==> src/mbus_pkg.sv <==
/*
 * Main bus shared definitions
 * Address map constants, bus widths and the enums used by the arbiter blocks
 */
`default_nettype none

package mbus_pkg;

	// ------------------------------
	// Widths
	// ------------------------------
	// 68000 word address, bits 23 down to 1
	localparam int ADDR_W    = 23;
	localparam int DATA_W    = 16;
	localparam int RAM_AW    = 15;
	localparam int RAM_WORDS = 1 << RAM_AW;
	localparam int BANK_W    = 5;
	localparam int NUM_BANKS = 8;

	// Open-bus word after reset (68000 NOP)
	localparam logic [DATA_W-1:0] NOP_WORD = 16'h4E71;

	// ------------------------------
	// Address map
	// ------------------------------
	// Everything below this top nibble is cartridge space
	localparam logic [3:0]  ROM_LIMIT_HI = 4'hA;
	// Z80 bus request and reset registers
	localparam logic [11:0] CTRL_PAGE    = 12'hA11;
	// Mapper bank registers
	localparam logic [15:0] BANK_PAGE    = 16'hA130;

	// ------------------------------
	// Enums
	// ------------------------------
	typedef enum logic [2:0] {
		IDLE,
		SELECT,
		ROM_READ,
		ROM_WAIT,
		RAM_READ,
		FINISH
	} mstate_t;

	typedef enum logic [1:0] {
		NONE,
		CPU,
		DMA
	} msrc_t;

	typedef enum logic [2:0] {
		ROM,
		ROM_EMPTY,
		CTRL,
		BANK,
		RAM,
		UNMAPPED
	} region_t;

	typedef enum logic {
		LINEAR,
		BANKED
	} bank_mode_t;

endpackage

`default_nettype wire

==> src/mbus_decode.sv <==
/*
 * Main bus address decoder
 * Classifies the latched bus address into one of the mapped regions
 */
`default_nettype none
`timescale 1ns/1ps

module mbus_decode (
	input  wire logic [mbus_pkg::ADDR_W:1] bus_addr,
	input  wire logic [mbus_pkg::ADDR_W:1] rom_size,
	output mbus_pkg::region_t              region
);

	import mbus_pkg::*;

	logic in_rom_space;
	logic ctrl_hit;
	logic bank_hit;
	logic ram_hit;

	// Cartridge space, 000000 to 9FFFFF
	assign in_rom_space = bus_addr[23:20] < ROM_LIMIT_HI;

	// Only A11100 and A11200 respond, low byte of the page must be zero
	assign ctrl_hit = (bus_addr[23:12] == CTRL_PAGE)
		&& ((bus_addr[11:8] == 4'h1) || (bus_addr[11:8] == 4'h2))
		&& (bus_addr[7:1] == 7'd0);

	// A130xx page
	assign bank_hit = bus_addr[23:8] == BANK_PAGE;

	// E00000 to FFFFFF, the 64 KB repeats across the range
	assign ram_hit = &bus_addr[23:21];

	always_comb begin
		if (in_rom_space) begin
			// Past the end of the loaded image reads as empty
			if (bus_addr < rom_size)
				region = ROM;
			else
				region = ROM_EMPTY;
		end else if (ctrl_hit) begin
			region = CTRL;
		end else if (bank_hit) begin
			region = BANK;
		end else if (ram_hit) begin
			region = RAM;
		end else begin
			region = UNMAPPED;
		end
	end

endmodule

`default_nettype wire

==> config.mk <==
export PLATFORM = sky130hd
export DESIGN_NAME = mbus_decode
export DESIGN_NICKNAME = d
export VERILOG_FILES = /design/src/mbus_pkg.sv /design/src/mbus_decode.sv
export SDC_FILE = /design/constraint.sdc
export NUM_CORES = 1
export LEC_CHECK = 0
export BUFFER_PORTS_ARGS = -buffer_cell sky130_fd_sc_hd__buf_4
export CAP_MARGIN = 25
export CORE_MARGIN = 2
export CORE_UTILIZATION = 39
export DETAILED_ROUTE_END_ITERATION = 12
export PLACE_DENSITY = 0.9
export SLEW_MARGIN = 20
export SYNTH_ARGS = -nofsm -noshare
export SYNTH_HDL_FRONTEND = slang
export SYNTH_SLANG_ARGS = --single-unit
==> constraint.sdc <==
create_clock -name vclk -period 1.3
set_clock_uncertainty 0.1 [all_clocks]
set_input_delay 0.065 -clock vclk [all_inputs]
set_output_delay 0.065 -clock vclk [all_outputs]
set_load 0.02 [all_outputs]
==> impl_metrics.py <==
metrics = {
    "outcome": {
        "violations": "setup timing",
        "status": "finished with violations",
    },
    "sta": {
        "final-hold-violation-count": 0,
        "fmax_mhz": 620.2,
        "finalCritPeriodShare": 1.240,
        "slew_headroom": 0.7439,
        "setup_ws_ns": -0.3125,
        "finalSetupViolCount": 3,
        "rsz0062_at_grt": "yes",
        "min_period_ns": 1.612,
        "finalHoldWorstSlack_ns": 0.4855,
        "max_slew.worst_pin.slew_ns": 0.3806,
        "finalMaxSlewViolations": 0,
    },
    "yosys": {
        "ys.warnings.count": 0,
        "synth_top_area_frac": 0.4183,
        "syn_area_sq_um": 658.1,
        "syn_inst": 93,
        "synth_area_leaders": "ha_1, inv_1, a21oi_1",
        "yosys.area.top_type": "ha_1",
        "synthTopCellsByCount": "ha_1, inv_1, a21oi_1",
        "ys_seq_area_frac": 0,
        "avgSynthCellArea_sq_um": 7.077,
        "yosysUniqueCellTypes": 26,
        "syn_nets": 161,
    },
    "global_route": {
        "antenna_found_initial": 0,
        "grt_pass1_wl_um": 3601,
        "grt_usage": 0.2311,
        "gr-total-overflow": 0,
        "grt_pass1_vias": 986,
        "grt_max_degree": 5,
    },
    "finish": {
        "antenna_cells": 0,
        "ff_latch_area_sq_um": 0,
        "clkbuf_count": 0,
        "n_fill_cell": 122,
        "drive_gt1_frac": 0.4645,
        "area_growth_pct": 85.55,
        "finalNetCount": 225,
        "nFlopsAndLatches": 0,
    },
    "setup_path": {
        "crit_slowest_cell": "or4b_4",
        "path_depth": 7,
        "cp-end-kind": "primary output",
        "crit_family": "simple AND/OR/NAND/NOR gates",
        "start_kind": "input port",
        "path_buf_inv": 2,
        "crit_type": "in2out",
        "crit_arrival_ns": 1.45,
        "crit_path_max_incr_delay_ns": 0.53,
        "critPathLaunch": "bus_addr[22]",
        "cp_cell_sequence": "buf_6 -> or4b_4 -> nor4_4 -> nand4_1 -> a21oi_4 -> nor2b_4 -> buf_6",
        "crit_fanout": 3,
        "worst_path_most_repeated_cell": "buf_6",
        "cp-endpoint": "region[2]",
        "cp.required_ns": 1.13,
    },
    "routing": {
        "routedWlPerCell_um": 12.64,
        "avgViaCountPerCell": 5.327,
        "drc": 0,
        "wl_um": 2162,
        "drt_iter0_markers": 15,
        "num_vias": 911,
        "ant_nets": 0,
        "drt_first_pass_iters": 4,
    },
    "floorplan": {
        "initial_core_util": 0.4269,
        "num_rows": 14,
        "core_area_sq_um": 1541,
        "die_y_um": 45.08,
        "ios": 49,
        "dieArea_sq_um": 2032,
        "die_w_um": 45.08,
    },
    "place": {
        "place.gp.congestion": 0.8913,
        "portBuffers": 49,
        "place_hpwl_um": 1957,
        "preCtsSetupSlack_ns": -0.3459,
    },
    "hold_path": {
        "hold_depth": 5,
        "hold_path_class": "in2out",
    },
    "pwr": {
        "powerDensity_nw_per_um2": 296.7,
        "p_leak_nw": 0.6947,
        "vdd_drop_max_uv": 183.9,
    },
    "cts": {
        "hold_buffers": 0,
    },
    "run": {
        "drv_cap": 0,
    },
}
==> how the worst min path moves through the flow <==
stage	start	end	slack, ns
floorplan	bus_addr[13]	region[1]	0.20
global placement	bus_addr[8]	region[1]	0.49
detailed placement	bus_addr[8]	region[1]	0.51
CTS	bus_addr[8]	region[1]	0.52
global route	bus_addr[8]	region[1]	0.52
finish	bus_addr[8]	region[1]	0.49
==> report_power, final <==
group          internal [W]  total (W)  switching [W]
combinational      0.000213   0.000362       0.000149
clock                     0          0              0
sequential                0          0              0
total              0.000213   0.000362       0.000149
==> layout by cell type (no fill, tap or decap), drive strengths merged, types with 2 or more instances in the layout <==
cell,instances
a21oi,9
inv,22
ha,22
buf,62
a21o,4
nand3,4
nand4,6
nand2,4
o21ai,4
nor4,3
nor2,2
==> cells by family after synthesis <==
kind of cell,synth area share
compound gates,0.2072
fa+ha+maj,0.4182
xor+xnor,0.01331
buf+inv,0.1255
simple gates,0.2358
==> area by class of cell <==
class,count,area (sq um),area share
inverters,22,82.58,0.06762
repair buffers,62,484.2,0.3965
multi-input cells,71,634.4,0.5195
well taps,16,20.02,0.01639
==> metrics by stage <==
step / utilization / TNS (ns) / instance area (sq um) / power (W) / std cells
floorplan: - / -0.1934 / 704.4 / 0.0001502 / 93
global placement: 0.7670 / -0.8743 / 1182 / 0.0003308 / 170
detailed placement: 0.7670 / -1.008 / 1182 / 0.0003491 / 170
CTS: 0.7841 / -0.9136 / 1209 / 0.0003604 / 171
global route: 0.7922 / -1.096 / 1221 / 0.0004062 / 171
finish: 0.7922 / -0.8954 / 1221 / 0.0003623 / 171
==> metal layers <==
layer,part of all wire,up-vias,track usage
li1,-,459,-
met1,0.37,399,0.2265
met2,0.53,47,0.4914
met3,0.081,6,0.02400
met4,0.023,0,0.05882
met5,0,-,0
==> timing repair <==
action | CTS | global route
setup endpoints to repair | 3 | 3
gates cloned | 0 | 0
pin swaps | 1 | 1
buffers inserted | 1 | 0
resized for setup | 5 | 2
Power figures use the tool's default switching activity.
