`config.mk`:
```
export PLATFORM = sky130hd
export DESIGN_NAME = system_regs
export DESIGN_NICKNAME = d
export VERILOG_FILES = /design/src/mbus_pkg.sv /design/src/system_regs.sv
export SDC_FILE = /design/constraint.sdc
export NUM_CORES = 1
export LEC_CHECK = 0
export ABC_AREA = 1
export BUFFER_PORTS_ARGS = -buffer_cell sky130_fd_sc_hd__buf_4
export CORE_MARGIN = 8
export CORE_UTILIZATION = 51
export CTS_CLUSTER_DIAMETER = 100
export CTS_CLUSTER_SIZE = 40
export DETAILED_ROUTE_END_ITERATION = 12
export PLACE_DENSITY = 0.79
export SYNTH_ARGS = -nofsm -noshare
export SYNTH_HDL_FRONTEND = slang
export SYNTH_SLANG_ARGS = --single-unit
```
`constraint.sdc`:
```
create_clock -name MCLK -period 1.1 [get_ports MCLK]
set_input_delay 0.165 -clock MCLK [delete_from_list [all_inputs] [get_ports MCLK]]
set_output_delay 0.165 -clock MCLK [all_outputs]
set_load 0.05 [all_outputs]
```
`src/mbus_pkg.sv`:
```
/*
 * Main bus shared definitions
 * Address map constants, bus widths and the enums used by the arbiter blocks
 */
`default_nettype none

package mbus_pkg;

	// ------------------------------
	// Widths
	// ------------------------------
	// 68000 word address, bits 23 down to 1
	localparam int ADDR_W    = 23;
	localparam int DATA_W    = 16;
	localparam int RAM_AW    = 15;
	localparam int RAM_WORDS = 1 << RAM_AW;
	localparam int BANK_W    = 5;
	localparam int NUM_BANKS = 8;

	// Open-bus word after reset (68000 NOP)
	localparam logic [DATA_W-1:0] NOP_WORD = 16'h4E71;

	// ------------------------------
	// Address map
	// ------------------------------
	// Everything below this top nibble is cartridge space
	localparam logic [3:0]  ROM_LIMIT_HI = 4'hA;
	// Z80 bus request and reset registers
	localparam logic [11:0] CTRL_PAGE    = 12'hA11;
	// Mapper bank registers
	localparam logic [15:0] BANK_PAGE    = 16'hA130;

	// ------------------------------
	// Enums
	// ------------------------------
	typedef enum logic [2:0] {
		IDLE,
		SELECT,
		ROM_READ,
		ROM_WAIT,
		RAM_READ,
		FINISH
	} mstate_t;

	typedef enum logic [1:0] {
		NONE,
		CPU,
		DMA
	} msrc_t;

	typedef enum logic [2:0] {
		ROM,
		ROM_EMPTY,
		CTRL,
		BANK,
		RAM,
		UNMAPPED
	} region_t;

	typedef enum logic {
		LINEAR,
		BANKED
	} bank_mode_t;

endpackage

`default_nettype wire

```
`src/system_regs.sv`:
```
/*
 * System control and bank registers
 * Z80 bus request and reset, ROM bank mapper and ROM address translation
 */
`default_nettype none
`timescale 1ns/1ps

module system_regs (
	input  wire logic                      MCLK,
	input  wire logic                      reset,
	input  wire logic                      ctrl_wr,
	input  wire logic                      bank_wr,
	input  wire logic [mbus_pkg::ADDR_W:1] bus_addr,
	input  wire logic [mbus_pkg::DATA_W-1:0] bus_wdata,
	input  wire logic                      z80_busak_n,
	output logic                           ctrl_rdbit,
	output logic [mbus_pkg::ADDR_W:1]      rom_addr,
	output logic                           z80_busreq_n,
	output logic                           z80_reset_n
);

	import mbus_pkg::*;

	logic [BANK_W-1:0] bank_reg [NUM_BANKS];
	bank_mode_t        bank_mode;
	logic              sel_reset_reg;

	// A11200 when page nibble is 2, otherwise A11100
	assign sel_reset_reg = bus_addr[11:8] == 4'h2;

	// ------------------------------
	// Z80 control
	// ------------------------------
	always_ff @(posedge MCLK) begin
		if (reset) begin
			z80_busreq_n <= 1'b1;
			z80_reset_n  <= 1'b0;
		end else if (ctrl_wr) begin
			if (sel_reset_reg)
				z80_reset_n <= bus_wdata[8];
			else
				z80_busreq_n <= ~bus_wdata[8];
		end
	end

	// Read-back shows the grant, not the request
	assign ctrl_rdbit = sel_reset_reg ? z80_reset_n : z80_busak_n;

	// ------------------------------
	// Bank mapper
	// ------------------------------
	always_ff @(posedge MCLK) begin
		if (reset) begin
			bank_mode <= LINEAR;
			for (int i = 0; i < NUM_BANKS; i++)
				bank_reg[i] <= BANK_W'(i);
		end else if (bank_wr && (bus_addr[3:1] != 3'd0)) begin
			// Slot 0 stays fixed so the vector table is always reachable
			bank_reg[bus_addr[3:1]] <= bus_wdata[BANK_W-1:0];
			bank_mode               <= BANKED;
		end
	end

	// 512 KB pages, slot chosen by address bits 21 to 19
	always_comb begin
		if (bank_mode == BANKED)
			rom_addr = {bank_reg[bus_addr[21:19]], bus_addr[18:1]};
		else
			rom_addr = bus_addr;
	end

	// The bus FSM only ever selects one register block per cycle
	a_one_reg_write: assert property (@(posedge MCLK) disable iff (reset)
		!(ctrl_wr && bank_wr));

endmodule

`default_nettype wire

```
==> metrics.md <==
| Metric | Value |
|---|---|
| Status | complete, but fails checks |
| Failing checks | setup timing |
| Clock Path Buffers | 2 |
| Clk pwr share | 0.311 |
| Mapped Avg Cell Area | 8.94 um^2 |
| DRC errors left | 0 |
| Yosys reg bits | 43 |
| Worst-path clk slew | 0.08 ns |
| Crit-path max FO | 4 |
| First-pass GRT wire length | 7980 um |
| Net Sw Frac | 0.262 |
| WL/cell | 13.3 um |
| Worst endpoint required time | 0.94 ns |
| Total track usage | 0.141 |
| Clock Latency Late Sink | 0.29 ns |
| # IOs | 70 |
| Chip Height | 83.0 um |
| Ant. Diodes | 0 |
| Die ar. | 0.00689 mm^2 |
| # rows | 24 |
| Leak | 1.32 nW |
| Vias | 1723 |
| Congestion Overflow GR | 0 |
| H-tree Lvls | 2 |
| Startpoint types | register |
| Port buffer count | 37 |
| Ys flop type | edfxtp_1 |
| Max Clock Freq | 0.696 GHz |
| Average vias per placed instance | 4.84 |
| Final worst slack | -0.338 ns |
| Peak VDD IR | 1.02 mV |
| Post-synth EDFFs | 40 |
| Area Overhead vs Synth | 27.8% |
| First-pass iteration count of the detailed router | 4 |
| ANT nets after route | 0 |
| Int Power | 2.83 mW |
| Clock Sinks | 43 |
| Clock root buffer | clkbuf_8 |
| Mapped Area | 0.00229 mm^2 |
| Placed Cells | 347 |
| Minimum clock period | 1.44 ns |
| Number of CTS-inserted buffers | 5 |
| Final std cells w/o fill | 356 |
| Gpl congestion | 0.779 |
| Count leader, synth | nand2_1 |
| Finish-stage setup viols | 6 |
| Setup CP Type | register to primary output |
| Drt initial violations | 74 |
| Filler cell count | 360 |
| Die width | 83.0 um |
| Sequential Power Share | 0.504 |
| Initial Util | 0.526 |
| Share of cells above drive strength 1 | 0.382 |
| Dpl hpwl | 3800 um |
| Clk_skew | 0 ns |
| Yosys top cell area share | 0.525 |
| Sequential area share after synthesis | 0.551 |
| Initial antenna violation count | 0 |
| Mapped Cells | 256 |
| Final max-slew violation count | 0 |
| Sequential cell area | 0.00126 mm^2 |
| Min-delay worst type | primary input to register |
| Core area | 0.00435 mm^2 |
| Leading area contributor after synthesis | edfxtp_1 |
| Gate power share | 0.186 |
| P per Cell Area | 1310 mW/mm^2 |
| P_sw | 1.00 mW |
| CTS tree | built |
| Final net count | 347 |
| Yosys warns | 0 |
| Total Wirelength | 4740 um |
| Synth top area cells | edfxtp_1 (52%), nand2_1 (12%), buf_4 (6.6%) |
| Crit share post-route | 1.31 |
| Top post-synthesis cells by count | nand2_1 (74), edfxtp_1 (40), nor2_1 (30) |
| Largest net degree at the start of global routing | 18 |
| Hold Fails Final Rpt | 0 |
| Post-synthesis cell type count | 22 |
| Pre-CTS WS | -0.116 ns |
| Area of the multi-input gates | 867 um^2 |
| Total power | 3.83 mW |
| Max-cap violations | 0 |
| Largest register FFs | 40 |
| Vias in the first global route | 1736 |
| RSZ-0062 raised after global routing | yes |
| Asr flop ratio synth | 0 |
| CP Capture Type | primary output |
| Critical Path AT | 1.27 ns |
## layout make-up
type,instances,share of cell area
clock inverter,3,0.0133
tap,52,0.0222
clock buffer,5,0.0235
inverter,33,0.0432
timing repair buffer,60,0.169
sequential,43,0.432
multi-input combinational,160,0.296
## through the flow
step | util | hold WS (ns) | TNS (ns) | cell area (um^2)
6_report | 0.672 | 0.0967 | -1.60 | 2930
5_1_grt | 0.672 | 0.119 | -2.03 | 2930
4_1_cts | 0.662 | 0.0992 | -1.63 | 2880
3_5_place_dp | 0.619 | 0.331 | -2.73 | 2700
3_3_place_gp | 0.619 | 0.331 | -2.03 | 2700
2_1_floorplan | - | 0.234 | -0.0186 | 2360
## final timing paths
check	startpoint	cells after the start	slack [ns]	end
worst max-delay path	bank_mode	6	-0.34	rom_addr[22]
worst min-delay path	bus_wdata[8]	3	0.1	z80_reset_n
worst max register to register	z80_reset_n	5	0.37	z80_reset_n
worst min register to register	z80_busreq_n	2	0.47	z80_busreq_n
## critical path, cell delays in order (launching register included)
cell     delay [ns]
dfxtp_2        0.34
buf_4          0.10
nand2_1        0.06
inv_2          0.10
nand3_1        0.14
nand3_4        0.11
buf_8          0.14
## power by group through the flow
stage	Clock (mW)	Sequential (mW)	Combinational, mW
floorplan	0	1.96	0.515
CTS	1.18	1.93	0.698
global route	1.24	1.94	0.772
finish	1.19	1.93	0.710
global placement	0	1.96	0.638
detailed placement	0	1.96	0.648
## per-layer routing
metal	up-vias	track usage	part of all wire
met5	-	0	0
met4	0	0.0719	0.026
met3	11	0.0439	0.077
met2	68	0.219	0.46
met1	758	0.171	0.44
li1	886	-	-
## kinds of logic (layout without fill, tap and decap cells)
kind of cell / after synthesis / count (layout) / share of synthesized area
compound gates: 4 / 4 / 0.00874
flops: 43 / 43 / 0.551
other cells: 1 / 5 / 0.00164
simple gates: 151 / 151 / 0.310
buf+inv: 57 / 101 / 0.129
## cell usage in the layout (no fill, tap or decap), drive strengths merged
| cell | instances |
|---|---|
| nand2 | 78 |
| conb | 5 |
| nand3b | 1 |
| inv | 33 |
| bufinv | 1 |
| nand4 | 5 |
| nor2 | 34 |
| nand3 | 29 |
| a21oi | 1 |
| clkbuf | 5 |
| dfxtp | 3 |
| edfxtp | 40 |
| buf | 60 |
| or2 | 4 |
| o21ai | 3 |
| clkinv | 2 |
## what timing repair did
action,CTS,global route
gates resized for setup,22,11
hold buffers,0,0
pin swaps,8,5
buffers inserted,1,0
endpoints found under the setup margin,6,6
No activity file was read; power rests on OpenSTA's default activity.
