<file path="config.mk">
export PLATFORM = sky130hd
export DESIGN_NAME = mbus_ctrl
export DESIGN_NICKNAME = d
export VERILOG_FILES = /design/src/mbus_pkg.sv /design/src/mbus_ctrl.sv
export SDC_FILE = /design/constraint.sdc
export NUM_CORES = 1
export LEC_CHECK = 0
export ABC_CLOCK_PERIOD_IN_PS = 3450
export BUFFER_PORTS_ARGS = -buffer_cell sky130_fd_sc_hd__buf_4
export CAP_MARGIN = 20
export CELL_PAD_IN_SITES_DETAIL_PLACEMENT = 1
export CELL_PAD_IN_SITES_GLOBAL_PLACEMENT = 2
export CORE_MARGIN = 8
export CORE_UTILIZATION = 30
export CTS_CLUSTER_DIAMETER = 60
export DETAILED_ROUTE_END_ITERATION = 10
export PLACE_DENSITY = 0.78
export SYNTH_ARGS = -nofsm -noshare
export SYNTH_HDL_FRONTEND = slang
export SYNTH_SLANG_ARGS = --single-unit
</file>
<file path="constraint.sdc">
create_clock -name MCLK -period 3.45 [get_ports MCLK]
set_input_delay 0.69 -clock MCLK [delete_from_list [all_inputs] [get_ports MCLK]]
set_output_delay 0.69 -clock MCLK [all_outputs]
set_load 0.02 [all_outputs]
</file>
<file path="src/mbus_pkg.sv">
/*
 * Main bus shared definitions
 * Address map constants, bus widths and the enums used by the arbiter blocks
 */
`default_nettype none

package mbus_pkg;

	// ------------------------------
	// Widths
	// ------------------------------
	// 68000 word address, bits 23 down to 1
	localparam int ADDR_W    = 23;
	localparam int DATA_W    = 16;
	localparam int RAM_AW    = 15;
	localparam int RAM_WORDS = 1 << RAM_AW;
	localparam int BANK_W    = 5;
	localparam int NUM_BANKS = 8;

	// Open-bus word after reset (68000 NOP)
	localparam logic [DATA_W-1:0] NOP_WORD = 16'h4E71;

	// ------------------------------
	// Address map
	// ------------------------------
	// Everything below this top nibble is cartridge space
	localparam logic [3:0]  ROM_LIMIT_HI = 4'hA;
	// Z80 bus request and reset registers
	localparam logic [11:0] CTRL_PAGE    = 12'hA11;
	// Mapper bank registers
	localparam logic [15:0] BANK_PAGE    = 16'hA130;

	// ------------------------------
	// Enums
	// ------------------------------
	typedef enum logic [2:0] {
		IDLE,
		SELECT,
		ROM_READ,
		ROM_WAIT,
		RAM_READ,
		FINISH
	} mstate_t;

	typedef enum logic [1:0] {
		NONE,
		CPU,
		DMA
	} msrc_t;

	typedef enum logic [2:0] {
		ROM,
		ROM_EMPTY,
		CTRL,
		BANK,
		RAM,
		UNMAPPED
	} region_t;

	typedef enum logic {
		LINEAR,
		BANKED
	} bank_mode_t;

endpackage

`default_nettype wire

</file>
<file path="src/mbus_ctrl.sv">
/*
 * Main bus controller
 * Arbitrates CPU and DMA, runs the bus FSM, ROM handshake and open-bus tracking
 */
`default_nettype none
`timescale 1ns/1ps

module mbus_ctrl (
	input  wire logic                        MCLK,
	input  wire logic                        reset,
	// CPU port
	input  wire logic                        cpu_as_n,
	input  wire logic [mbus_pkg::ADDR_W:1]   cpu_addr,
	input  wire logic                        cpu_rnw,
	input  wire logic [mbus_pkg::DATA_W-1:0] cpu_wdata,
	input  wire logic                        cpu_uds_n,
	input  wire logic                        cpu_lds_n,
	output logic [mbus_pkg::DATA_W-1:0]      cpu_rdata,
	output logic                             cpu_dtack_n,
	// DMA port, read only
	input  wire logic                        dma_sel,
	input  wire logic [mbus_pkg::ADDR_W:1]   dma_addr,
	output logic [mbus_pkg::DATA_W-1:0]      dma_rdata,
	output logic                             dma_dtack_n,
	// ROM port
	output logic                             rom_req,
	input  wire logic                        rom_ack,
	output logic                             rom_we,
	output logic [mbus_pkg::DATA_W-1:0]      rom_wdata,
	output logic [1:0]                       rom_be,
	input  wire logic [mbus_pkg::DATA_W-1:0] rom_data,
	// Datapath blocks
	input  wire mbus_pkg::region_t           region,
	input  wire logic [mbus_pkg::DATA_W-1:0] ram_q,
	input  wire logic                        ctrl_rdbit,
	output logic [mbus_pkg::ADDR_W:1]        bus_addr,
	output logic                             bus_rnw,
	output logic [mbus_pkg::DATA_W-1:0]      bus_wdata,
	output logic                             bus_uds_n,
	output logic                             bus_lds_n,
	output logic                             ram_sel,
	output logic                             ctrl_wr,
	output logic                             bank_wr
);

	import mbus_pkg::*;

	mstate_t           state;
	msrc_t             msrc;
	logic [DATA_W-1:0] rdata_q;
	logic [DATA_W-1:0] open_bus;
	logic              acks_clear;
	logic              cpu_read;

	// No new grant until the previous master has seen its DTACK drop
	assign acks_clear = cpu_dtack_n & dma_dtack_n;
	assign cpu_read   = (msrc == CPU) && bus_rnw;

	// ------------------------------
	// Select pulses
	// ------------------------------
	assign ram_sel = (state == SELECT) && (region == RAM);
	// Bit 8 sits in the upper byte
	assign ctrl_wr = (state == SELECT) && (region == CTRL) && !bus_rnw && !bus_uds_n;
	assign bank_wr = (state == SELECT) && (region == BANK) && !bus_rnw;

	assign rom_wdata = bus_wdata;
	assign rom_be    = ~{bus_uds_n, bus_lds_n};

	// ------------------------------
	// Bus FSM
	// ------------------------------
	always_ff @(posedge MCLK) begin
		if (reset) begin
			state       <= IDLE;
			msrc        <= NONE;
			cpu_dtack_n <= 1'b1;
			dma_dtack_n <= 1'b1;
			rom_req     <= rom_ack;
			rom_we      <= 1'b0;
			open_bus    <= NOP_WORD;
			bus_rnw     <= 1'b1;
			bus_uds_n   <= 1'b1;
			bus_lds_n   <= 1'b1;
		end else begin
			// Acknowledge is held until the master ends its cycle
			if (cpu_as_n)
				cpu_dtack_n <= 1'b1;
			if (!dma_sel)
				dma_dtack_n <= 1'b1;

			case (state)
				IDLE: begin
					// CPU wins a tie
					if (!cpu_as_n && cpu_dtack_n && acks_clear) begin
						msrc      <= CPU;
						bus_addr  <= cpu_addr;
						bus_rnw   <= cpu_rnw;
						bus_wdata <= cpu_wdata;
						bus_uds_n <= cpu_uds_n;
						bus_lds_n <= cpu_lds_n;
						state     <= SELECT;
					end else if (dma_sel && dma_dtack_n && acks_clear) begin
						msrc      <= DMA;
						bus_addr  <= dma_addr;
						bus_rnw   <= 1'b1;
						bus_wdata <= '0;
						bus_uds_n <= 1'b0;
						bus_lds_n <= 1'b0;
						state     <= SELECT;
					end
				end

				SELECT: begin
					// Default for registers and unmapped space
					rdata_q <= open_bus;
					state   <= FINISH;
					case (region)
						ROM:       state <= ROM_READ;
						RAM:       state <= RAM_READ;
						ROM_EMPTY: rdata_q <= '0;
						CTRL:      rdata_q <= {open_bus[15:9], ctrl_rdbit, open_bus[7:0]};
						default:   rdata_q <= open_bus;
					endcase
				end

				ROM_READ: begin
					// Address is translated by now, start the transfer
					rom_we  <= (msrc == CPU) && !bus_rnw;
					rom_req <= ~rom_req;
					state   <= ROM_WAIT;
				end

				ROM_WAIT: begin
					if (rom_req == rom_ack) begin
						rdata_q <= rom_data;
						if (cpu_read)
							open_bus <= rom_data;
						state <= FINISH;
					end
				end

				RAM_READ: begin
					rdata_q <= ram_q;
					if (cpu_read)
						open_bus <= ram_q;
					state <= FINISH;
				end

				FINISH: begin
					if (msrc == CPU) begin
						cpu_rdata   <= rdata_q;
						cpu_dtack_n <= 1'b0;
					end else begin
						dma_rdata   <= rdata_q;
						dma_dtack_n <= 1'b0;
					end
					msrc  <= NONE;
					state <= IDLE;
				end

				default: state <= IDLE;
			endcase
		end
	end

	// ------------------------------
	// Checks
	// ------------------------------
	// Holds only because grants wait for both acknowledges to clear
	a_single_dtack: assert property (@(posedge MCLK) disable iff (reset)
		!(!cpu_dtack_n && !dma_dtack_n));

	// Memory sees exactly one request per ROM cycle
	a_rom_req_entry: assert property (@(posedge MCLK) disable iff (reset)
		(rom_req != $past(rom_req)) |-> (state == ROM_WAIT) && ($past(state) == ROM_READ));

endmodule

`default_nettype wire

</file>
==> impl_metrics.csv, run 1 <==
group,metric,value,unit
status,status,"finished, final reports clean",
detailed_routing,drtAntennaViolNets,0,
detailed_routing,dr.pass1.iters,4,
setup_path,cp.required,2.76,ns
setup_path,worstSetupPathDepth,5,
detailed_routing,vias_per_cell,4.621,
logic_synthesis,synth.most_common_cell,"edfxtp_1",
global_routing,globalRoute.totalOverflow,0,
timing,setup_violations,0,
setup_path,critical_path.max_fanout,11,
setup_path,cp_cell_sequence,"inv_1, nor3_1, nand3_1, nor3_1, buf_4",
logic_synthesis,yosysTopAreaCell,"edfxtp_1",
timing,min_period_over_period,0.7220,
placed_design,place.gp.congestion,0.8018,
timing,period_minus_slack,2.491,ns
floorplanning,num_rows,47,
setup_path,rrSetupSlack,1.11,ns
placed_design,dp_hpwl,12.22,mm
final_layout,drive_gt1_frac,0.4885,
cts,cts.repair.resized,0,
cts,clock-sinks,115,
cts,hold_buffers,0,
final_layout,num-fill-cells,1755,
timing,finalHoldViolations,0,
logic_synthesis,ys_warn_count,0,
logic_synthesis,async_flop_share,0,
final_layout,finalInstanceArea,7107,µm²
cts,tritoncts,"yes",
setup_path,path_class,"reg2out",
power,power.static_leakage,0.002908,µW
global_routing,grt_pass1_wl,23.00,mm
cts,htreeDepth,4,
final_layout,stdcell_count,787,
setup_path,critPathLaunchType,"flop",
setup_path,arrival,1.80,ns
setup_path,startpoint,"state[0]$_SDFFE_PP0P_",
floorplanning,dieArea,20780,µm²
final_layout,num_antenna_cells,0,
final_layout,nets,660,
floorplanning,fp.dieW,144.1,µm
global_routing,grt_antenna_before_repair,0,
power,power,3839,µW
setup_path,worst_setup_path_end_kind,"output port",
logic_synthesis,synth_edf_count,88,
timing,fmax,401.5,MHz
detailed_routing,drt_iter0_markers,227,
logic_synthesis,postSynthAreaPerCell,13.68,µm²
floorplanning,io_pins,205,
setup_path,cpPeakStageDelay,0.52,ns
timing,rsz0062_at_grt,"false",
floorplanning,core_area,16290,µm²
cts,clkLatencyLatePin,0.41,ns
timing,slew_headroom,0.4136,
hold_path,hold_class,"reg2reg",
detailed_routing,wl_per_cell,19.98,µm
logic_synthesis,synth.net_count,466,
logic_synthesis,synthFlopType,"edfxtp_1",
cts,cts_root_buf,"clkbuf_16",
setup_path,worst_path_dominant_cell_family,"simple AND/OR/NAND/NOR gates",
logic_synthesis,netlist_top_cells_count,"edfxtp_1 (88), nor2_1 (34), dfxtp_1 (27)",
logic_synthesis,synth_area_leaders,"edfxtp_1 (54%), dfxtp_1 (11%), mux2_2 (5.3%)",
placed_design,postPlaceCellArea,6563,µm²
placed_design,port_buffers,204,
logic_synthesis,syn_inst,360,
floorplanning,die_h,144.1,µm
detailed_routing,drcViolationCount,0,
setup_path,slowest_stage,"dfxtp_1",
cts,post-cts-setup-buffer-count,0,
setup_path,worstReg2RegStart,"state[2]$_SDFFE_PP0P_",
cts,clock_path_buffers,2,
logic_synthesis,ys_ff_latch,115,
global_routing,first_global_vias,3867,
global_routing,grt_usage,0.1480,
global_routing,grt_max_degree,41,
logic_synthesis,synthDistinctLibCells,44,
placed_design,dp.cells,755,
cts,path_clk_slew,0.05,ns
timing,drv_slew,0,
cts,numCtsBuffers,17,
setup_path,r2r_cells,4,
logic_synthesis,yosysSeqAreaShare,0.6462,
detailed_routing,vias,3637,
setup_path,crit_top_cell,"nor3_1",
setup_path,path_buf_inv,2,
power,ir_drop,0.0004038,V
final_layout,syn_to_final_growth,44.27,%
floorplanning,start_util,0.3024,
job,drv_cap,0,
timing,worstMarginPinSlew,0.8795,ns
power,power_density,540.1,nW/µm²
logic_synthesis,synth.top_cell.area_share,0.5364,
timing,finClkSkew,0.009136,ns
logic_synthesis,syn_area,4926,µm²
setup_path,endpoint,"ctrl_wr",
timing,fin_tns_setup,0,ns
setup_path,timing.rr.end,"rdata_q[9]$_DFFE_PP_",
detailed_routing,drt_wl_total,15.73,mm
per-stage QoR:
| stage | worst slack, ns | utilization | hold WS (ns) |
|---|---|---|---|
| after global routing | 0.7890 | 0.4363 | 0.4824 |
| after detailed placement | 1.145 | 0.4029 | 0.4515 |
| after global placement | 1.221 | 0.4029 | 0.4311 |
| after floorplan | 0.3371 | - | 0.4215 |
| after CTS | 0.9340 | 0.4363 | 0.4661 |
| final | 0.9592 | 0.4363 | 0.4654 |
cells by family (layout without fill, tap and decap cells):
group	after synthesis	count (layout)	share of synthesized area
AOI/OAI and AO/OA	55	55	0.08916
muxes	34	34	0.07493
DFF	115	115	0.6462
buffers and inverters	57	264	0.06655
and+or+nand+nor	98	98	0.1214
xor gates and xnor gates	1	1	0.001778
per-layer routing:
layer  track usage  vias to the layer above  share of wire  routed length (µm)
li1              -                     1718              -                   -
met2        0.2583                      125           0.52                8105
met4       0.07722                        0          0.030                 471
met3       0.04061                       28          0.066                1033
met5             0                        -              0                   0
met1        0.1615                     1766           0.39                6117
sequential cells by signal, indices dropped and copies added (netlist names):
signal       count
bus_addr        23
bus_wdata       16
cpu_rdata       16
dma_rdata       16
open_bus        16
rdata_q         16
state            3
msrc             2
bus_lds_n        1
bus_rnw          1
bus_uds_n        1
cpu_dtack_n      1
dma_dtack_n      1
rom_req          1
rom_we           1
worst min-delay path by stage:
stage                          startpoint                      end  slack, ns  depth (start not counted)
detailed placement  rdata_q[11]$_DFFE_PP_  cpu_rdata[11]$_DFFE_PP_       0.45                          0
global placement    rdata_q[11]$_DFFE_PP_  cpu_rdata[11]$_DFFE_PP_       0.43                          0
finish               rdata_q[4]$_DFFE_PP_   cpu_rdata[4]$_DFFE_PP_       0.47                          0
CTS                 rdata_q[11]$_DFFE_PP_  cpu_rdata[11]$_DFFE_PP_       0.47                          0
floorplan            rdata_q[0]$_DFFE_PP_   cpu_rdata[0]$_DFFE_PP_       0.42                          0
global route         rdata_q[8]$_DFFE_PP_   cpu_rdata[8]$_DFFE_PP_       0.48                          0
worst register-to-register path, delay by kind of cell, from the launching register on:
kind                   cells  cell delay (ns)
and+or+nand+nor            1             0.52
buffers and inverters      1             0.11
AOI/OAI and AO/OA          2             0.99
DFF                        1             0.59
cell usage in the layout, fill, tap and decap left out, types with 3 or more instances in the layout:
cell,instances
a222oi_1,7
nor2_1,33
a221oi_2,3
buf_4,209
mux2_2,23
mux2i_1,11
clkbuf_16,17
dfxtp_1,27
nand2b_1,4
edfxtp_1,88
and3b_1,3
nor4_2,8
nor3_1,6
clkbuf_8,3
o21ai_0,4
o22ai_1,8
clkbuf_1,6
a211oi_1,9
and2_1,25
a21oi_1,8
a221oi_1,5
inv_1,22
report_power, final:
group          total (µW)  switching [µW]  internal, µW
Combinational         572             313           260
Clock                1610             576          1040
Sequential           1650            52.1          1600
Total                3840             941          2900
cell type report:
| type | instances | area (µm²) | area share |
|---|---|---|---|
| flip-flops and latches | 115 | 3183 | 0.4479 |
| repair buffers | 210 | 1589 | 0.2236 |
| multi-input cells | 188 | 1433 | 0.2016 |
| clock buffers | 26 | 489.2 | 0.06884 |
| well taps | 220 | 275.3 | 0.03873 |
| inverters | 22 | 82.58 | 0.01162 |
| clock inverters | 6 | 55.05 | 0.007746 |
Power figures use the tool's default switching activity.
==> inputs of run 2 (changes only) <==
Settings changed: ABC_CLOCK_PERIOD_IN_PS 3450 to 2200, CORE_UTILIZATION 30 to 27, PLACE_DENSITY 0.78 to 0.74.
Clock period 3.45 ns to 2.2 ns, I/O delays scaled along.
==> run 2 against run 1 <==
  * Clock skew decreased by 0.0027 ns
  * Wire length decreased by 4.5%
  * Utilization decreased by 3.2 points
  * Sequential share of layout area decreased by 0.91 points
  * Critical path type unchanged
==> impl_metrics.csv, run 2 (same netlist as run 1, synthesis figures left out) <==
group,metric,value,unit
status,status,"finished, final reports clean",
timing,period_minus_slack,2.010,ns
final_layout,largest-register,"bus_addr",
final_layout,largest_reg_flops,23,
cts,clkLatencyLatePin,0.41,ns
timing,finClkSkew,0.006399,ns
power,power.static_leakage,0.002979,µW
power,power_frac_comb,0.144,
timing,rsz0062_at_grt,"false",
detailed_routing,drt_iter0_markers,210,
global_routing,grt_pass1_wl,22.43,mm
placed_design,dp_hpwl,11.79,mm
power,power_density,867.5,nW/µm²
global_routing,grt_antenna_before_repair,0,
floorplanning,core_area,17960,µm²
setup_path,worst_setup_path_end_kind,"output port",
timing,min_period_over_period,0.9137,
final_layout,num-fill-cells,1955,
detailed_routing,drt_wl_total,15.02,mm
timing,fmax,497.5,MHz
global_routing,globalRoute.totalOverflow,0,
final_layout,syn_to_final_growth,47.45,%
detailed_routing,vias,3611,
detailed_routing,vias_per_cell,4.514,
detailed_routing,dr.pass1.iters,4,
cts,htreeDepth,4,
floorplanning,io_pins,205,
global_routing,grt_usage,0.1308,
timing,drv_slew,0,
cts,tritoncts,"yes",
final_layout,num_antenna_cells,0,
hold_path,hold_class,"in2reg",
final_layout,fin_util,0.4043,
placed_design,place.gp.congestion,0.7474,
floorplanning,start_util,0.2742,
final_layout,mostFrequentLayoutCell,"buf_4",
detailed_routing,wl_per_cell,18.78,µm
placed_design,port_buffers,204,
setup_path,arrival,1.57,ns
cts,clock-sinks,115,
cts,hold_buffers,0,
timing,finalHoldViolations,0,
power,seqPwrFrac,0.411,
setup_path,cp.required,1.76,ns
setup_path,critical_path.max_fanout,11,
cts,numCtsBuffers,17,
cts,cts.repair.resized,3,
power,ir_drop,0.0004980,V
final_layout,nets,664,
detailed_routing,drcViolationCount,0,
power,power_frac_clock,0.445,
setup_path,critPathLaunchType,"flop",
timing,worstMarginPinSlew,0.7790,ns
global_routing,first_global_vias,3934,
floorplanning,die_h,151.1,µm
power,intPower,4805,µW
power,switching_share,0.2374,
final_layout,register_area,3187,µm²
power,p_switching,1496,µW
job,drv_cap,0,
cts,cts_root_buf,"clkbuf_16",
cts,post-cts-setup-buffer-count,0,
cts,path_clk_slew,0.05,ns
floorplanning,fp.dieW,151.1,µm
cts,clock_path_buffers,2,
final_layout,mostFrequentLayoutCells,"buf_4 (212), edfxtp_1 (88), nor2_1 (33)",
final_layout,drive_gt1_frac,0.5114,
timing,fin_tns_setup,0,ns
floorplanning,dieArea,22820,µm²
detailed_routing,drtAntennaViolNets,0,
setup_path,path_class,"reg2out",
global_routing,grt_max_degree,41,
timing,setup_violations,0,
final_layout,multi_input_area,1451,µm²
floorplanning,num_rows,49,
timing,slew_headroom,0.4790,
[run 2: changes by cell type in the layout (fill, tap and decap cells not counted), moves of 2 or more]
cell and change:
clkbuf_1 -4, buf_4 +3, clkbuf_16 +3, clkinv_1 -2, nor3_1 -2, nor3_2 +2
[run 2: metal layers]
metal	vias up	share of wire	GRT usage
met5	-	0	0
met4	0	0.013	0.05096
met2	154	0.52	0.2248
met1	1723	0.39	0.1483
met3	12	0.079	0.04183
li1	1722	-	-
[run 2: metrics by stage]
step | hold WS (ns) | setup slack (ns) | power, µW | instance area (µm²) | std cells
after floorplan | 0.4215 | 0.04596 | 3132 | 4943 | 360
after global placement | 0.4333 | 0.2299 | 3528 | 6620 | 768
after global routing | 0.2416 | 0.01076 | 6574 | 7263 | 800
after CTS | 0.2360 | 0.03885 | 6391 | 7253 | 800
after detailed placement | 0.4335 | 0.2230 | 3553 | 6620 | 768
final | 0.2602 | 0.1898 | 6301 | 7263 | 800
[run 2: worst paths after layout]
check	from	end	slack, ns	cells after the start
worst max-delay path	state[0]$_SDFFE_PP0P_	ctrl_wr	0.19	5
worst min-delay path	cpu_lds_n	bus_lds_n$_SDFFE_PP1P_	0.26	2
worst max register to register	state[2]$_SDFFE_PP0P_	rdata_q[15]$_DFFE_PP_	0.20	4
worst min register to register	rdata_q[15]$_DFFE_PP_	cpu_rdata[15]$_DFFE_PP_	0.46	0
[run 2: cell type report]
type                            instances  area share
Clock buffer                           26     0.07752
Timing Repair Buffer                  214      0.2246
Sequential cell                       115      0.4388
Tap cell                              229     0.03945
Multi-Input combinational cell        188      0.1998
Clock inverter                          6    0.008441
Inverter                               22     0.01137
[run 2: power groups by stage]
stage               logic (µW)  registers (µW)  clock network (µW)
finish                     909            2590                2800
global route               984            2600                2990
CTS                        925            2590                2880
detailed placement         919            2630                   0
global placement           904            2620                   0
floorplan                  436            2700                   0
[run 2: critical path, stage by stage (launching register included)]
cell,delay [ns]
dfxtp_4,0.40
inv_1,0.08
nor3_2,0.24
nand3_2,0.16
nor3_2,0.12
buf_4,0.16
==> inputs of run 3 (changes only) <==
Settings changed: CORE_ASPECT_RATIO set to 1.4.
==> run 3 against run 2 <==
  * Utilization decreased by 0.32 points
  * Hold slack better by 0.0019 ns
  * Sequential power is essentially flat
  * Largest cell class unchanged
==> impl_metrics.csv, run 3 (same netlist as run 1, synthesis figures left out) <==
group,metric,value,unit
placed_design,port_buffers,204,
detailed_routing,dr.pass1.iters,4,
detailed_routing,wl_per_cell,19.45,µm
final_layout,drive_gt1_frac,0.5088,
floorplanning,die_h,175.8,µm
timing,slew_headroom,0.4921,
power,power_frac_comb,0.150,
global_routing,grt_max_degree,41,
cts,cts_root_buf,"clkbuf_16",
power,p_switching,1569,µW
timing,rsz0062_at_grt,"false",
global_routing,grt-busiest-layer,"met2",
cts,clock-sinks,115,
global_routing,met1_usage,0.1232,
timing,finalHoldViolations,0,
global_routing,grt_antenna_before_repair,0,
setup_path,worst_path_dominant_cell_family,"simple AND/OR/NAND/NOR gates",
hold_path,hold_depth,2,
setup_path,critical_path.max_fanout,11,
timing,worstMarginPinSlew,0.7594,ns
floorplanning,start_util,0.2748,
floorplanning,num_rows,58,
global_routing,use_met2,0.2501,
final_layout,largest-register,"bus_addr",
floorplanning,io_pins,205,
power,intPower,4485,µW
power,ir_drop,0.0004174,V
power,power_density,841.9,nW/µm²
timing,setup_violations,0,
power,seqPwrFrac,0.428,
timing,min_period_over_period,0.9335,
timing,period_minus_slack,2.054,ns
final_layout,mostFrequentLayoutCells,"buf_4 (211), edfxtp_1 (88), nor2_1 (33)",
power,switching_share,0.2591,
final_layout,largest_reg_flops,23,
setup_path,path_buf_inv,2,
final_layout,num-fill-cells,1939,
placed_design,dp_hpwl,12.53,mm
timing,drv_slew,0,
power,power.static_leakage,0.002933,µW
setup_path,slowest_stage,"dfxtp_2",
global_routing,globalRoute.totalOverflow,0,
timing,finClkSkew,0.01094,ns
floorplanning,fp.dieW,130.2,µm
global_routing,first_global_vias,3983,
job,drv_cap,0,
setup_path,cp_cell_sequence,"inv_1, nor3_2, nand3_1, nor3_1, buf_4",
setup_path,worst_setup_path_end_kind,"output port",
status,status,"finished, final reports clean",
cts,path_clk_slew,0.06,ns
setup_path,worstSetupPathDepth,5,
cts,clock_path_buffers,2,
cts,htreeDepth,4,
setup_path,critPathLaunchType,"flop",
detailed_routing,drt_wl_total,15.76,mm
final_layout,mostFrequentLayoutCell,"buf_4",
final_layout,syn_to_final_growth,45.97,%
timing,fin_tns_setup,0,ns
global_routing,use_met3,0.05008,
global_routing,grt_usage,0.1336,
cts,tritoncts,"yes",
final_layout,fin_util,0.4012,
global_routing,grt_pass1_wl,22.87,mm
setup_path,r2r_cells,4,
detailed_routing,drtAntennaViolNets,0,
setup_path,cp.required,1.76,ns
placed_design,place.gp.congestion,0.8187,
detailed_routing,drcViolationCount,0,
timing,fmax,486.9,MHz
hold_path,hold_class,"in2reg",
detailed_routing,vias,3637,
detailed_routing,drt_iter0_markers,143,
setup_path,path_class,"reg2out",
power,power_frac_clock,0.422,
cts,numCtsBuffers,17,
floorplanning,dieArea,22880,µm²
detailed_routing,vias_per_cell,4.490,
cts,hold_buffers,0,
final_layout,num_antenna_cells,0,
floorplanning,core_area,17920,µm²
final_layout,nets,663,
cts,post-cts-setup-buffer-count,0,
cts,clkLatencyLatePin,0.40,ns
setup_path,cpPeakStageDelay,0.42,ns
setup_path,arrival,1.61,ns
run 3: per-stage QoR:
step	worst slack (ns)	hold WS [ns]	std cells	cell area, µm²	power [µW]
after CTS	0.01999	0.2429	810	7186	6142
final	0.1464	0.2621	810	7191	6054
after global placement	0.2950	0.4280	778	6626	3528
after detailed placement	0.2284	0.4398	778	6626	3557
after floorplan	0.04596	0.4215	360	4943	3132
after global routing	0.06101	0.2485	810	7191	6286
run 3: final cells by class:
class / count / area, µm² / share of cell area
well taps: 240 / 300.3 / 0.04176
clock inverters: 15 / 132.6 / 0.01844
inverters: 22 / 82.58 / 0.01148
flip-flops and latches: 115 / 3184 / 0.4428
clock buffers: 17 / 425.4 / 0.05916
repair buffers: 213 / 1624 / 0.2259
multi-input cells: 188 / 1441 / 0.2005
run 3: metal layers:
layer	up-vias	part of all wire	routed length (µm)
li1	1714	-	-
met1	1743	0.34	5386
met2	161	0.53	8296
met3	19	0.11	1694
met4	0	0.024	380
met5	-	0	0
run 3: what timing repair did:
action | CTS | global route
setup endpoints to repair | 2 | 1
gates resized for setup | 1 | 1
pin swaps | 0 | 0
run 3: worst register-to-register path: stages, from the launching register on:
cell,delay [ns]
dfxtp_1,0.61
and3b_1,0.29
a211oi_4,0.67
a222oi_1,0.16
inv_1,0.11
run 3: final timing paths:
check,to,from,slack (ns)
worst min register to register,cpu_rdata[3]$_DFFE_PP_,rdata_q[3]$_DFFE_PP_,0.45
worst min-delay path,bus_lds_n$_SDFFE_PP1P_,cpu_lds_n,0.26
worst max-delay path,ctrl_wr,state[0]$_SDFFE_PP0P_,0.15
worst max register to register,rdata_q[13]$_DFFE_PP_,state[2]$_SDFFE_PP0P_,0.23
run 3: power by group through the flow:
stage               Sequential [µW]  Combinational, µW  Clock, µW
floorplan                      2700                436          0
global placement               2630                902          0
detailed placement             2630                922          0
CTS                            2590                925       2630
global route                   2600                977       2700
finish                         2590                909       2560
